### src/source/isa_pkg.sv
package isa_pkg;

    typedef logic [7:0] word_t;      // data, address or instruction byte
    typedef logic [1:0] reg_idx_t;   // r0..r3

    typedef enum logic [3:0] {
        OP_NOP  = 4'd0,
        OP_MOV  = 4'd1,   // ra <- rb
        OP_ADD  = 4'd2,
        OP_SUB  = 4'd3,
        OP_AND  = 4'd4,
        OP_OR   = 4'd5,
        OP_NOT  = 4'd6,   // ra <- ~rb
        OP_IN   = 4'd7,   // ra <- in_port
        OP_OUT  = 4'd8,   // out_port <- rb
        OP_JMP  = 4'd9,   // pc <- rb
        OP_LD   = 4'd10,  // ra <- mem[rb]
        OP_ST   = 4'd11,  // mem[rb] <- ra
        OP_LDM  = 4'd12,  // ra <- next byte
        OP_HALT = 4'd15
    } opcode_e;           // 13, 14 fall through as nop

    // one instruction byte split into its fields
    typedef struct packed {
        opcode_e  op;     // bits 7..4
        reg_idx_t ra;     // bits 3..2
        reg_idx_t rb;     // bits 1..0
    } instr_t;

endpackage

### src/source/pipe_pkg.sv
package pipe_pkg;

    typedef enum logic [2:0] {
        ALU_PASS_B,      // mov, out, ld/st address
        ALU_ADD,
        ALU_SUB,
        ALU_AND,
        ALU_OR,
        ALU_NOT,
        ALU_PASS_IMM     // in, ldm
    } alu_op_e;

    // decoded control, all zero is a bubble
    typedef struct packed {
        alu_op_e alu_op;
        logic    use_imm;    // operand b from imm
        logic    reg_write;
        logic    mem_read;
        logic    mem_write;
        logic    io_write;   // out instruction
        logic    is_jump;
    } ctrl_t;

    typedef struct packed {
        ctrl_t              ctrl;
        isa_pkg::reg_idx_t  ra;       // source fields for forwarding
        isa_pkg::reg_idx_t  rb;
        isa_pkg::reg_idx_t  dest;
        isa_pkg::word_t     ra_val;
        isa_pkg::word_t     rb_val;
        isa_pkg::word_t     imm;      // in_port or ldm byte
    } id_ex_t;

    typedef struct packed {
        logic               reg_write;
        logic               mem_read;
        logic               mem_write;
        logic               io_write;
        isa_pkg::reg_idx_t  dest;
        isa_pkg::word_t     alu_res;    // result or memory address
        isa_pkg::word_t     store_val;  // R[ra] for st
    } ex_mem_t;

    typedef struct packed {
        logic               reg_write;
        logic               io_write;
        isa_pkg::reg_idx_t  dest;
        isa_pkg::word_t     wb_val;
    } mem_wb_t;

    typedef enum logic [1:0] {
        FWD_REG,     // value read in decode
        FWD_EXMEM,
        FWD_MEMWB
    } fwd_sel_e;

endpackage

### src/source/register_file.sv
`timescale 1ns/1ps

module register_file (
    input  logic              clk,
    input  logic              rst_n,
    input  isa_pkg::reg_idx_t rd_a,
    input  isa_pkg::reg_idx_t rd_b,
    output isa_pkg::word_t    val_a,
    output isa_pkg::word_t    val_b,
    input  logic              wr_en,
    input  isa_pkg::reg_idx_t wr_idx,
    input  isa_pkg::word_t    wr_data
);

    isa_pkg::word_t regs_q [4];

    always_ff @(posedge clk) begin
        if (!rst_n) begin
            regs_q <= '{default: '0};           // r0..r3 start at zero
        end else if (wr_en) begin
            regs_q[wr_idx] <= wr_data;
        end
    end

    // write-through so decode sees the value retiring this cycle
    assign val_a = (wr_en && wr_idx == rd_a) ? wr_data : regs_q[rd_a];
    assign val_b = (wr_en && wr_idx == rd_b) ? wr_data : regs_q[rd_b];

endmodule

### src/source/unified_mem.sv
`timescale 1ns/1ps

module unified_mem #(
    parameter int MEM_DEPTH = 256
) (
    input  logic           clk,
    input  logic           rst_n,        // only watched by the loader check
    input  isa_pkg::word_t fetch_addr,   // port a, instructions
    output isa_pkg::word_t fetch_data,
    input  isa_pkg::word_t data_addr,    // port b, load/store
    input  isa_pkg::word_t write_data,
    input  logic           write_en,
    output isa_pkg::word_t read_data,
    input  logic           load_en,
    input  isa_pkg::word_t load_addr,
    input  isa_pkg::word_t load_data
);

    localparam int AW = $clog2(MEM_DEPTH);   // upper address bits wrap

    isa_pkg::word_t mem [MEM_DEPTH];

    assign fetch_data = mem[fetch_addr[AW-1:0]];   // async reads
    assign read_data  = mem[data_addr[AW-1:0]];

    always_ff @(posedge clk) begin
        if (load_en) begin                          // loader wins port b
            mem[load_addr[AW-1:0]] <= load_data;
        end else if (write_en) begin
            mem[data_addr[AW-1:0]] <= write_data;   // st
        end
    end

    // program image goes in only while the core sits in reset
    a_load_in_reset: assert property (@(posedge clk) load_en |-> !rst_n)
        else $error("load_en raised while core running");

endmodule

### src/source/fetch_stage.sv
`timescale 1ns/1ps

module fetch_stage (
    input  logic           clk,
    input  logic           rst_n,
    input  logic           stall,        // load-use
    input  logic           flush,        // jump taken
    input  logic           freeze,       // after halt
    input  logic           jump_en,
    input  isa_pkg::word_t jump_target,
    output isa_pkg::word_t fetch_addr,
    input  isa_pkg::word_t fetch_data,
    output isa_pkg::word_t if_instr,     // IF/ID
    output logic           if_valid
);

    isa_pkg::word_t pc_q;
    isa_pkg::word_t pc_next;
    logic           hold;

    assign fetch_addr = pc_q;
    assign hold       = stall || freeze;
    assign pc_next    = jump_en ? jump_target : pc_q + 8'd1;   // no other pc source

    always_ff @(posedge clk) begin
        if (!rst_n) begin
            pc_q     <= '0;             // first fetch from address 0
            if_valid <= 1'b0;
        end else if (flush) begin
            pc_q     <= pc_next;        // redirect to target
            if_valid <= 1'b0;           // kill slot behind jmp
        end else if (!hold) begin
            pc_q     <= pc_next;
            if_instr <= fetch_data;
            if_valid <= 1'b1;
        end
    end

endmodule

### src/source/decode_stage.sv
`timescale 1ns/1ps

module decode_stage (
    input  logic              clk,
    input  logic              rst_n,
    input  isa_pkg::word_t    if_instr,
    input  logic              if_valid,
    input  logic              stall,
    input  logic              flush,
    input  isa_pkg::word_t    in_port,   // sampled as IN leaves decode
    input  pipe_pkg::mem_wb_t wb,        // register write-back
    output pipe_pkg::id_ex_t  id_ex,
    output logic              halt
);

    typedef enum logic {
        ST_NORMAL,
        ST_AWAIT_IMM      // IF/ID holds the LDM data byte
    } state_e;

    state_e             state_q;
    isa_pkg::reg_idx_t  ldm_dest_q;   // ra of the pending LDM
    isa_pkg::instr_t    instr;
    isa_pkg::word_t     ra_val, rb_val;
    pipe_pkg::ctrl_t    ctrl;
    pipe_pkg::id_ex_t   id_ex_d;

    assign instr = isa_pkg::instr_t'(if_instr);
    assign halt  = if_valid && state_q == ST_NORMAL && instr.op == isa_pkg::OP_HALT;

    register_file u_rf (
        .clk(clk), .rst_n(rst_n),
        .rd_a(instr.ra), .rd_b(instr.rb), .val_a(ra_val), .val_b(rb_val),
        .wr_en(wb.reg_write), .wr_idx(wb.dest), .wr_data(wb.wb_val)
    );

    always_comb begin
        ctrl = '0;                                   // nop, ldm byte 1, halt
        if (state_q == ST_AWAIT_IMM) begin
            ctrl.alu_op    = pipe_pkg::ALU_PASS_IMM; // ldm write
            ctrl.use_imm   = 1'b1;
            ctrl.reg_write = 1'b1;
        end else begin
            case (instr.op)
                isa_pkg::OP_MOV: ctrl.reg_write = 1'b1;   // pass-b is 0
                isa_pkg::OP_ADD: begin
                    ctrl.alu_op    = pipe_pkg::ALU_ADD;
                    ctrl.reg_write = 1'b1;
                end
                isa_pkg::OP_SUB: begin
                    ctrl.alu_op    = pipe_pkg::ALU_SUB;
                    ctrl.reg_write = 1'b1;
                end
                isa_pkg::OP_AND: begin
                    ctrl.alu_op    = pipe_pkg::ALU_AND;
                    ctrl.reg_write = 1'b1;
                end
                isa_pkg::OP_OR: begin
                    ctrl.alu_op    = pipe_pkg::ALU_OR;
                    ctrl.reg_write = 1'b1;
                end
                isa_pkg::OP_NOT: begin
                    ctrl.alu_op    = pipe_pkg::ALU_NOT;
                    ctrl.reg_write = 1'b1;
                end
                isa_pkg::OP_IN: begin
                    ctrl.alu_op    = pipe_pkg::ALU_PASS_IMM;
                    ctrl.use_imm   = 1'b1;
                    ctrl.reg_write = 1'b1;
                end
                isa_pkg::OP_OUT: ctrl.io_write  = 1'b1;   // emits rb
                isa_pkg::OP_JMP: ctrl.is_jump   = 1'b1;
                isa_pkg::OP_LD: begin
                    ctrl.mem_read  = 1'b1;               // address is rb
                    ctrl.reg_write = 1'b1;
                end
                isa_pkg::OP_ST:  ctrl.mem_write = 1'b1;
                default: ;                               // nop, ldm, halt, 13, 14
            endcase
        end
    end

    always_comb begin
        id_ex_d.ctrl   = if_valid ? ctrl : '0;
        id_ex_d.ra     = instr.ra;
        id_ex_d.rb     = instr.rb;
        id_ex_d.dest   = (state_q == ST_AWAIT_IMM) ? ldm_dest_q : instr.ra;
        id_ex_d.ra_val = ra_val;
        id_ex_d.rb_val = rb_val;
        id_ex_d.imm    = (state_q == ST_AWAIT_IMM) ? if_instr : in_port;
    end

    always_ff @(posedge clk) begin
        if (!rst_n || flush) begin
            state_q <= ST_NORMAL;
        end else if (if_valid && !stall) begin
            case (state_q)
                ST_NORMAL: if (instr.op == isa_pkg::OP_LDM) begin
                    state_q    <= ST_AWAIT_IMM;
                    ldm_dest_q <= instr.ra;
                end
                default: state_q <= ST_NORMAL;   // data byte consumed
            endcase
        end
    end

    always_ff @(posedge clk) begin
        if (!rst_n || flush || stall) begin
            id_ex <= '0;                         // bubble
        end else begin
            id_ex <= id_ex_d;
        end
    end

    // data byte sits right behind the LDM so the wait never stretches
    a_await_one_cycle: assert property (@(posedge clk) disable iff (!rst_n)
        state_q == ST_AWAIT_IMM |=> state_q == ST_NORMAL)
        else $error("await-immediate held past the LDM data byte");

endmodule

### src/source/hazard_unit.sv
`timescale 1ns/1ps

module hazard_unit (
    input  isa_pkg::word_t   if_instr,   // instruction in decode
    input  logic             if_valid,
    input  pipe_pkg::id_ex_t id_ex,      // instruction in execute
    input  logic             jump_en,
    input  logic             halt,
    output logic             stall,
    output logic             flush,
    output logic             freeze
);

    isa_pkg::instr_t instr;
    logic            reads_ra, reads_rb;

    assign instr = isa_pkg::instr_t'(if_instr);

    always_comb begin
        reads_ra = instr.op inside {isa_pkg::OP_ADD, isa_pkg::OP_SUB, isa_pkg::OP_AND,
                                    isa_pkg::OP_OR, isa_pkg::OP_ST};
        reads_rb = reads_ra || instr.op inside {isa_pkg::OP_MOV, isa_pkg::OP_NOT,
                                                isa_pkg::OP_OUT, isa_pkg::OP_JMP,
                                                isa_pkg::OP_LD};
    end

    // no false stall on an ldm data byte since id_ex then holds the ldm bubble
    assign stall  = if_valid && id_ex.ctrl.mem_read &&
                    ((reads_ra && id_ex.dest == instr.ra) || (reads_rb && id_ex.dest == instr.rb));
    assign flush  = jump_en;
    assign freeze = halt && !jump_en;   // halt stays in IF/ID so this holds until reset

    always_comb begin
        a_no_stall_with_flush: assert final (!(stall && flush))
            else $error("stall and flush raised together");
    end

endmodule

### src/source/execute_stage.sv
`timescale 1ns/1ps

module execute_stage (
    input  logic              clk,
    input  logic              rst_n,
    input  pipe_pkg::id_ex_t  id_ex,
    input  pipe_pkg::mem_wb_t wb,
    output pipe_pkg::ex_mem_t ex_mem,
    output logic              jump_en,
    output isa_pkg::word_t    jump_target
);

    pipe_pkg::fwd_sel_e sel_a, sel_b;
    isa_pkg::word_t     a_val, b_val;   // forwarded register values
    isa_pkg::word_t     op_b;
    isa_pkg::word_t     alu_res;

    // loads in EX/MEM have no data yet, the stall covers them
    function automatic pipe_pkg::fwd_sel_e pick_src(isa_pkg::reg_idx_t src,
                                                    pipe_pkg::ex_mem_t em,
                                                    pipe_pkg::mem_wb_t mw);
        if (em.reg_write && !em.mem_read && em.dest == src) return pipe_pkg::FWD_EXMEM;
        if (mw.reg_write && mw.dest == src) return pipe_pkg::FWD_MEMWB;
        return pipe_pkg::FWD_REG;
    endfunction

    function automatic isa_pkg::word_t fwd_val(pipe_pkg::fwd_sel_e sel,
                                               isa_pkg::word_t reg_val,
                                               isa_pkg::word_t em_val,
                                               isa_pkg::word_t mw_val);
        case (sel)
            pipe_pkg::FWD_EXMEM: return em_val;
            pipe_pkg::FWD_MEMWB: return mw_val;
            default:             return reg_val;
        endcase
    endfunction

    assign sel_a = pick_src(id_ex.ra, ex_mem, wb);   // newest writer wins
    assign sel_b = pick_src(id_ex.rb, ex_mem, wb);
    assign a_val = fwd_val(sel_a, id_ex.ra_val, ex_mem.alu_res, wb.wb_val);
    assign b_val = fwd_val(sel_b, id_ex.rb_val, ex_mem.alu_res, wb.wb_val);
    assign op_b  = id_ex.ctrl.use_imm ? id_ex.imm : b_val;

    always_comb begin
        case (id_ex.ctrl.alu_op)
            pipe_pkg::ALU_ADD: alu_res = a_val + op_b;   // wraps mod 256
            pipe_pkg::ALU_SUB: alu_res = a_val - op_b;
            pipe_pkg::ALU_AND: alu_res = a_val & op_b;
            pipe_pkg::ALU_OR:  alu_res = a_val | op_b;
            pipe_pkg::ALU_NOT: alu_res = ~op_b;
            default:           alu_res = op_b;           // pass-b, pass-imm
        endcase
    end

    assign jump_en     = id_ex.ctrl.is_jump;   // resolved here, two slots lost
    assign jump_target = b_val;

    always_ff @(posedge clk) begin
        if (!rst_n) begin
            ex_mem <= '0;
        end else begin
            ex_mem.reg_write <= id_ex.ctrl.reg_write;
            ex_mem.mem_read  <= id_ex.ctrl.mem_read;
            ex_mem.mem_write <= id_ex.ctrl.mem_write;
            ex_mem.io_write  <= id_ex.ctrl.io_write;
            ex_mem.dest      <= id_ex.dest;
            ex_mem.alu_res   <= alu_res;
            ex_mem.store_val <= a_val;                // st writes R[ra]
        end
    end

endmodule

### src/source/writeback_stage.sv
`timescale 1ns/1ps

module writeback_stage (
    input  logic              clk,
    input  logic              rst_n,
    input  pipe_pkg::ex_mem_t ex_mem,
    input  isa_pkg::word_t    read_data,    // port b, async
    output isa_pkg::word_t    data_addr,
    output isa_pkg::word_t    write_data,
    output logic              write_en,
    output pipe_pkg::mem_wb_t wb,
    output isa_pkg::word_t    out_port,
    output logic              out_valid
);

    assign data_addr  = ex_mem.alu_res;     // address from rb
    assign write_data = ex_mem.store_val;
    assign write_en   = ex_mem.mem_write;

    always_ff @(posedge clk) begin
        if (!rst_n) begin
            wb <= '0;
        end else begin
            wb.reg_write <= ex_mem.reg_write;
            wb.io_write  <= ex_mem.io_write;
            wb.dest      <= ex_mem.dest;
            wb.wb_val    <= ex_mem.mem_read ? read_data : ex_mem.alu_res;
        end
    end

    assign out_valid = wb.io_write;                  // one pulse per out
    assign out_port  = wb.io_write ? wb.wb_val : '0; // zero between pulses

endmodule

### src/source/cpu_top.sv
`timescale 1ns/1ps

module cpu_top #(
    parameter int MEM_DEPTH = 256    // bytes, power of two
) (
    input  logic           clk,
    input  logic           rst_n,
    input  isa_pkg::word_t in_port,
    input  logic           load_en,    // program loader, reset only
    input  isa_pkg::word_t load_addr,
    input  isa_pkg::word_t load_data,
    output isa_pkg::word_t out_port,
    output logic           out_valid   // one-cycle pulse per out
);

    isa_pkg::word_t     fetch_addr, fetch_data;     // port a
    isa_pkg::word_t     data_addr, write_data;      // port b
    isa_pkg::word_t     read_data;
    logic               write_en;
    isa_pkg::word_t     if_instr;
    logic               if_valid;
    logic               stall, flush, freeze, halt;
    logic               jump_en;
    isa_pkg::word_t     jump_target;
    pipe_pkg::id_ex_t   id_ex;
    pipe_pkg::ex_mem_t  ex_mem;
    pipe_pkg::mem_wb_t  wb;

    unified_mem #(.MEM_DEPTH(MEM_DEPTH)) u_mem (
        .clk(clk), .rst_n(rst_n),
        .fetch_addr(fetch_addr), .fetch_data(fetch_data),
        .data_addr(data_addr), .write_data(write_data),
        .write_en(write_en), .read_data(read_data),
        .load_en(load_en), .load_addr(load_addr), .load_data(load_data)
    );

    fetch_stage u_fetch (
        .clk(clk), .rst_n(rst_n),
        .stall(stall), .flush(flush), .freeze(freeze),
        .jump_en(jump_en), .jump_target(jump_target),
        .fetch_addr(fetch_addr), .fetch_data(fetch_data),
        .if_instr(if_instr), .if_valid(if_valid)
    );

    decode_stage u_decode (
        .clk(clk), .rst_n(rst_n),
        .if_instr(if_instr), .if_valid(if_valid),
        .stall(stall), .flush(flush),
        .in_port(in_port), .wb(wb),
        .id_ex(id_ex), .halt(halt)
    );

    hazard_unit u_hazard (
        .if_instr(if_instr), .if_valid(if_valid), .id_ex(id_ex),
        .jump_en(jump_en), .halt(halt),
        .stall(stall), .flush(flush), .freeze(freeze)
    );

    execute_stage u_execute (
        .clk(clk), .rst_n(rst_n),
        .id_ex(id_ex), .wb(wb), .ex_mem(ex_mem),
        .jump_en(jump_en), .jump_target(jump_target)
    );

    writeback_stage u_writeback (
        .clk(clk), .rst_n(rst_n),
        .ex_mem(ex_mem), .read_data(read_data),
        .data_addr(data_addr), .write_data(write_data), .write_en(write_en),
        .wb(wb), .out_port(out_port), .out_valid(out_valid)
    );

endmodule

### config.mk
export PLATFORM = sky130hd
export DESIGN_NAME = cpu_top
export DESIGN_NICKNAME = d
export VERILOG_FILES = /design/src/source/isa_pkg.sv /design/src/source/pipe_pkg.sv /design/src/source/register_file.sv /design/src/source/unified_mem.sv /design/src/source/fetch_stage.sv /design/src/source/decode_stage.sv /design/src/source/hazard_unit.sv /design/src/source/execute_stage.sv /design/src/source/writeback_stage.sv /design/src/source/cpu_top.sv
export SDC_FILE = /design/constraint.sdc
export NUM_CORES = 2
export LEC_CHECK = 0
export BUFFER_PORTS_ARGS = -buffer_cell sky130_fd_sc_hd__buf_2
export CORE_MARGIN = 2
export CORE_UTILIZATION = 35
export DETAILED_ROUTE_END_ITERATION = 8
export PLACE_DENSITY = 0.5
export SLEW_MARGIN = 30
export SYNTH_ARGS = -nofsm -noshare
export SYNTH_HDL_FRONTEND = slang
export SYNTH_SLANG_ARGS = --single-unit
### constraint.sdc
create_clock -name clk -period 10.92 [get_ports clk]
set_input_delay 1.638 -clock clk [delete_from_list [all_inputs] [get_ports clk]]
set_output_delay 1.638 -clock clk [all_outputs]
set_load 0.01 [all_outputs]
* Word-level counts from Yosys, hierarchy flattened
Memories as Yosys holds them, arrays and structs flattened. A register that Yosys moved wholly into a read port is not among the register bits.
Cells that the tools add are included.
Widths: inputs -> output; s select.
** Cells by class
- Mux-type cells :: 55
- Equal/unequal tests :: 31
- Reductions and logical operators :: 34
- Bitwise operators :: 12
- Add/sub/neg operators :: 3
- Order comparisons :: 4
** Operators by type and width (number)
- $mux 8 :: 17
- $pmux 8 s5 :: 1
- $bmux 8 s2 :: 2
- $bwmux 32 :: 1
- $pmux 8 s2 :: 2
- $eq 4x4->1 const B :: 6
- $mux 1 :: 20
- $mux 2 :: 9
- $pmux 3 s6 :: 1
- $demux 8 s2 :: 1
- $eq 2x2->1 :: 8
- $eq 4x3->1 const B :: 4
- $logic_and 1x1->1 :: 16
- $reduce_or 8->1 :: 2
- $reduce_bool 5->1 :: 2
- $ge 3x3->1 const B :: 3
- $not 2->3 :: 3
- $add 8x1->8 const B :: 1
- $add 8x8->8 :: 1
- $and 8x8->8 :: 1
- $eq 4x2->1 const B :: 2
- $not 8->8 :: 1
- $or 8x8->8 :: 1
- $sub 8x8->8 :: 1
- other kinds (16) :: 33
** Word-level totals
- Bits in registers :: 117
- Bits in writable memories :: 2048
- Logic and storage cells :: 173
- Output and inout bits :: 9
- Memories kept :: 1
- Input port bits :: 27
** Memory list
- u_mem.mem :: depth 256, width 8, read ports 2, clocked after Yosys merged registers in 2, write ports 1, line unified_mem.sv:21 : isa_pkg::word_t mem [MEM_DEPTH];

* Longest topological paths before layout
- Word-level depth :: 13
- Mapped depth :: 19
- Depth with buffers taken out :: 16

* Hierarchy
From an unflattened synthesis, not the netlist that was laid out.
** Second synthesis, totals
- Cells, all modules :: 5908
- Area total of the unflattened synthesis :: 103300.3 um^2
** Modules (own cells, without submodules)
- unified_mem :: sequential area each 61499.0 um^2, area an instance 96023.3 um^2, cells an instance 5200, instances 1
- execute_stage :: sequential area each 440.4 um^2, area an instance 2366.0 um^2, cells an instance 283, instances 1
- register_file :: sequential area each 640.6 um^2, area an instance 1988.2 um^2, cells an instance 151, instances 1
- decode_stage :: sequential area each 860.8 um^2, area an instance 1410.1 um^2, cells an instance 124, instances 1
- fetch_stage :: sequential area each 420.4 um^2, area an instance 802.0 um^2, cells an instance 74, instances 1
- writeback_stage :: sequential area each 240.2 um^2, area an instance 595.6 um^2, cells an instance 60, instances 1
- hazard_unit :: sequential area each 0.0 um^2, area an instance 115.1 um^2, cells an instance 16, instances 1

* Least setup slack after synthesis
Ideal clock, no wire load.
- Kind :: input port to flip-flop
- From :: input port load_en
- To :: memory u_mem.mem[0][0] (netlist name) (data pin)
- Setup time :: 823 ps
- Required time :: 10097 ps
- Data arrival time :: 5328 ps
- Path slack :: 4770 ps
- Stages :: 4
- Cell sequence :: nor2b_1 > clkbuf_1 > nand2_1 > nand2_1
** Between the ends
- Word-level cells in the longest chain between the ends :: 4
** RTL lines
- start: declaration :: line cpu_top.sv:9 : input logic load_en,
- $mux 1 :: line unified_mem.sv:27 : if (load_en) begin
- $mux 1 (implied by the code) :: line unified_mem.sv:30 : mem[data_addr[AW-1:0]] <= write_data;
- $reduce_or 8->1 (no line)
- $mux 8 (no line)
- end: declaration :: line unified_mem.sv:21
Every way passes these cells.

==> results.cfg <==
[floorplanning]
num_rows = 198
ioPinCount = 36
die_area_um2 = 295000
fp.dieW_um = 543
initial_utilization = 0.351
dieHeight_um = 543
core_um2 = 290000

[finish]
register_area_um2 = 64100
syn2layout_area_growth_pct = 12.6
finalNetCount = 5024
finalNonFillerCells = 9100
multi_input_area_um2 = 36100
fillers = 25800
drive_gt1_frac = 0.363

[setup_path]
crit_type = reg2reg
timing.rr.start = data_addr[0]
worst_r2r_path_depth = 8
rr_endpoint = u_writeback.wb[5]
critPathMaxFanout = 38
crit_arrival_ns = 5.86
required_ns = 11.68
regToRegSetupSlack_ns = 5.82
worstSetupStartpointType = flip-flop
critPathCaptureType = flip-flop

[global_route]
antenna_found_initial = 23
grt_max_degree = 154
grt_pass1_vias = 55600
grt_pass1_wl_um = 467000
grt_overflow = 0
grt_use_total = 0.229

[timing]
clock.fmax_mhz = 196
rsz0062_at_grt = false
tightest_slew_ns = 1.06
slew_viol_final = 0
fin_tns_setup_ns = 0
relSlewSlack = 0.274
fin_crit_ns = 5.10
hold_viol_final = 0
fin_crit_sh = 0.467
finClkSkew_ns = 0.0474
setup_violations = 0

[placed_design]
place.gp.congestion = 0.850
dpl.hpwl_um = 215000
io_buffers = 35
dpl.cell_count = 8648

[power]
peakVddDrop_mv = 0.136
intPower_mw = 15.5
leakage_nw = 33.9
p_seq_frac = 0.443
p_sw_mw = 5.39
powerDensity_nw_per_um2 = 182
clockPowerShare = 0.404
combPwrFrac = 0.153
p_sw_frac = 0.258

[run]
maxCapViolations = 0

[clocking]
clock_latency_ns = 0.90
clk_pin_slew_ns = 0.07
cts_buffer_depth = 3
cts_made_buffers = 235
cts_tree = done
ctsHtreeMaxLevel = 4
cts_resized = 0
cts_hold_buf = 0
cts_root_buf = clkbuf_16
cts_sinks = 2173
cts_setup_buffers = 0

[drt]
dr.pass1.iters = 8
wire_per_inst_um = 37.1
wirelength_um = 338000
final_antenna_net_count = 0
vias_per_cell = 6.05
drt-initial-drc-count = 6665
drcViolationCount = 0
vias = 55000

[synthesis]
synth_compound_area_frac = 0.0159
avgSynthCellArea_um2 = 20.3
ys.flop_type = edfxtp_1
synth_top_area_frac = 0.607
synthCells = 5008
synth_top_family_by_area = multiplexers
synth_fa_ha_area_frac = 0.00155
ys_seq_area_frac = 0.630
yosysMostFrequentCell = edfxtp_1
synth_edf_count = 2058
yosys.area_share.simple = 0.0306
synth_common_cells = 2058 x edfxtp_1, 1303 x mux4_2, 341 x nor2_1
yosysWarnings = 0
ys_types = 66
synthesis.nets = 5047
syn-cell-area_um2 = 102000
synthMuxAreaShare = 0.301
synth_area_leaders = edfxtp_1 61%, mux4_2 29%, dfxtp_1 2.3%, nor2_1 1.3%, mux2i_1 1.2%
async_reset_ff_frac = 0
yosys.area.top_type = edfxtp_1
synthXorXnorAreaFrac = 0.00323
ys_ff_latch = 2173

[run_status]
outcome = finished, final reports clean

[hold_path]
worst_hold_path.num_cells = 1
hold_end = u_writeback.out_valid
hold_start = u_execute.ex_mem[18]
hp-class = reg2reg
metrics by stage:
step	setup WS, ns	hold slack [ns]	utilization	cell area, um^2	total power, mW
after floorplan	4.77	0.412	-	102000	11.4
after global placement	5.41	0.422	0.367	106000	12.6
after detailed placement	5.51	0.420	0.367	106000	12.6
after CTS	5.61	0.435	0.395	115000	21.1
after global routing	5.55	0.473	0.395	115000	21.5
final	5.82	0.434	0.395	115000	20.9
routing by layer:
metal	GRT usage	wire length [um]	part of all wire	up-vias
met5	0	49	0.00015	-
met4	0.0700	10800	0.032	8
met2	0.366	162000	0.48	2458
li1	-	-	-	21600
met3	0.0439	26300	0.078	435
met1	0.316	139000	0.41	30500
logic make-up after synthesis:
family / count (synthesis)
xor gates and xnor gates: 36
DFF: 2173
muxes: 1430
buffers and inverters: 424
adders and majority gates: 12
and+or+nand+nor: 700
AOI/OAI and AO/OA: 233
worst max path at each step:
stage                  from                 to  slack [ns]
2_1_floorplan       load_en    u_mem.mem[0][0]        4.77
5_1_grt        data_addr[0]  u_writeback.wb[5]        5.55
3_5_place_dp        load_en    u_mem.mem[7][3]        5.51
4_1_cts        data_addr[0]  u_writeback.wb[5]        5.61
3_3_place_gp        load_en    u_mem.mem[0][5]        5.41
6_report       data_addr[0]  u_writeback.wb[5]        5.82
cells in the final DEF, fill, tap and decap left out, types with 16 or more instances in the layout:
master        n
mux2i_1     118
buf_2        35
a22oi_1      18
xnor2_1      23
buf_4        88
bufinv_16    40
nand3_1      19
dfxtp_1     103
o21ai_0      33
o221ai_1     16
clkbuf_16   240
buf_12       21
clkinv_2     44
nand2_1     136
nor2_1      333
a21oi_1      44
mux4_2     1303
clkinv_1     44
nor2b_1      45
edfxtp_1   2058
and2_1       36
clkbuf_1     39
power by group through the flow:
stage               clock network (mW)  logic, mW  registers, mW
finish                            8.44       3.19           9.25
global route                      8.91       3.30           9.25
CTS                               8.58       3.22           9.25
detailed placement                   0       3.21           9.43
global placement                     0       3.22           9.43
floorplan                            0       2.04           9.38
registers in the layout, summed over array words and instances, names as in the netlist:
name	flops
u_mem.mem	2048
u_decode.id_ex	39
u_decode.u_rf.regs_q	32
u_execute.ex_mem	14
u_writeback.wb	11
data_addr	8
u_fetch.fetch_addr	8
u_fetch.if_instr	8
u_decode.ldm_dest_q	2
u_decode.state_q	1
u_fetch.if_valid	1
u_writeback.out_valid	1
layout make-up:
| class | instances | share of cell area |
|---|---|---|
| clock inverters | 160 | 0.0170 |
| inverters | 18 | 0.000666 |
| multi-input cells | 2411 | 0.315 |
| well taps | 3900 | 0.0426 |
| flip-flops and latches | 2173 | 0.560 |
| repair buffers | 146 | 0.0112 |
| clock buffers | 283 | 0.0542 |
| diodes | 9 | 0.000197 |
critical path, stage by stage, from the launching register on:
cell      delay (ns)
dfxtp_4         0.81
buf_4           0.68
buf_4           0.77
mux4_2          0.66
mux4_2          0.55
o311ai_0        0.78
nor2_1          0.24
o21ai_0         0.21
nand3_1         0.09
Power figures use the tool's default switching activity.
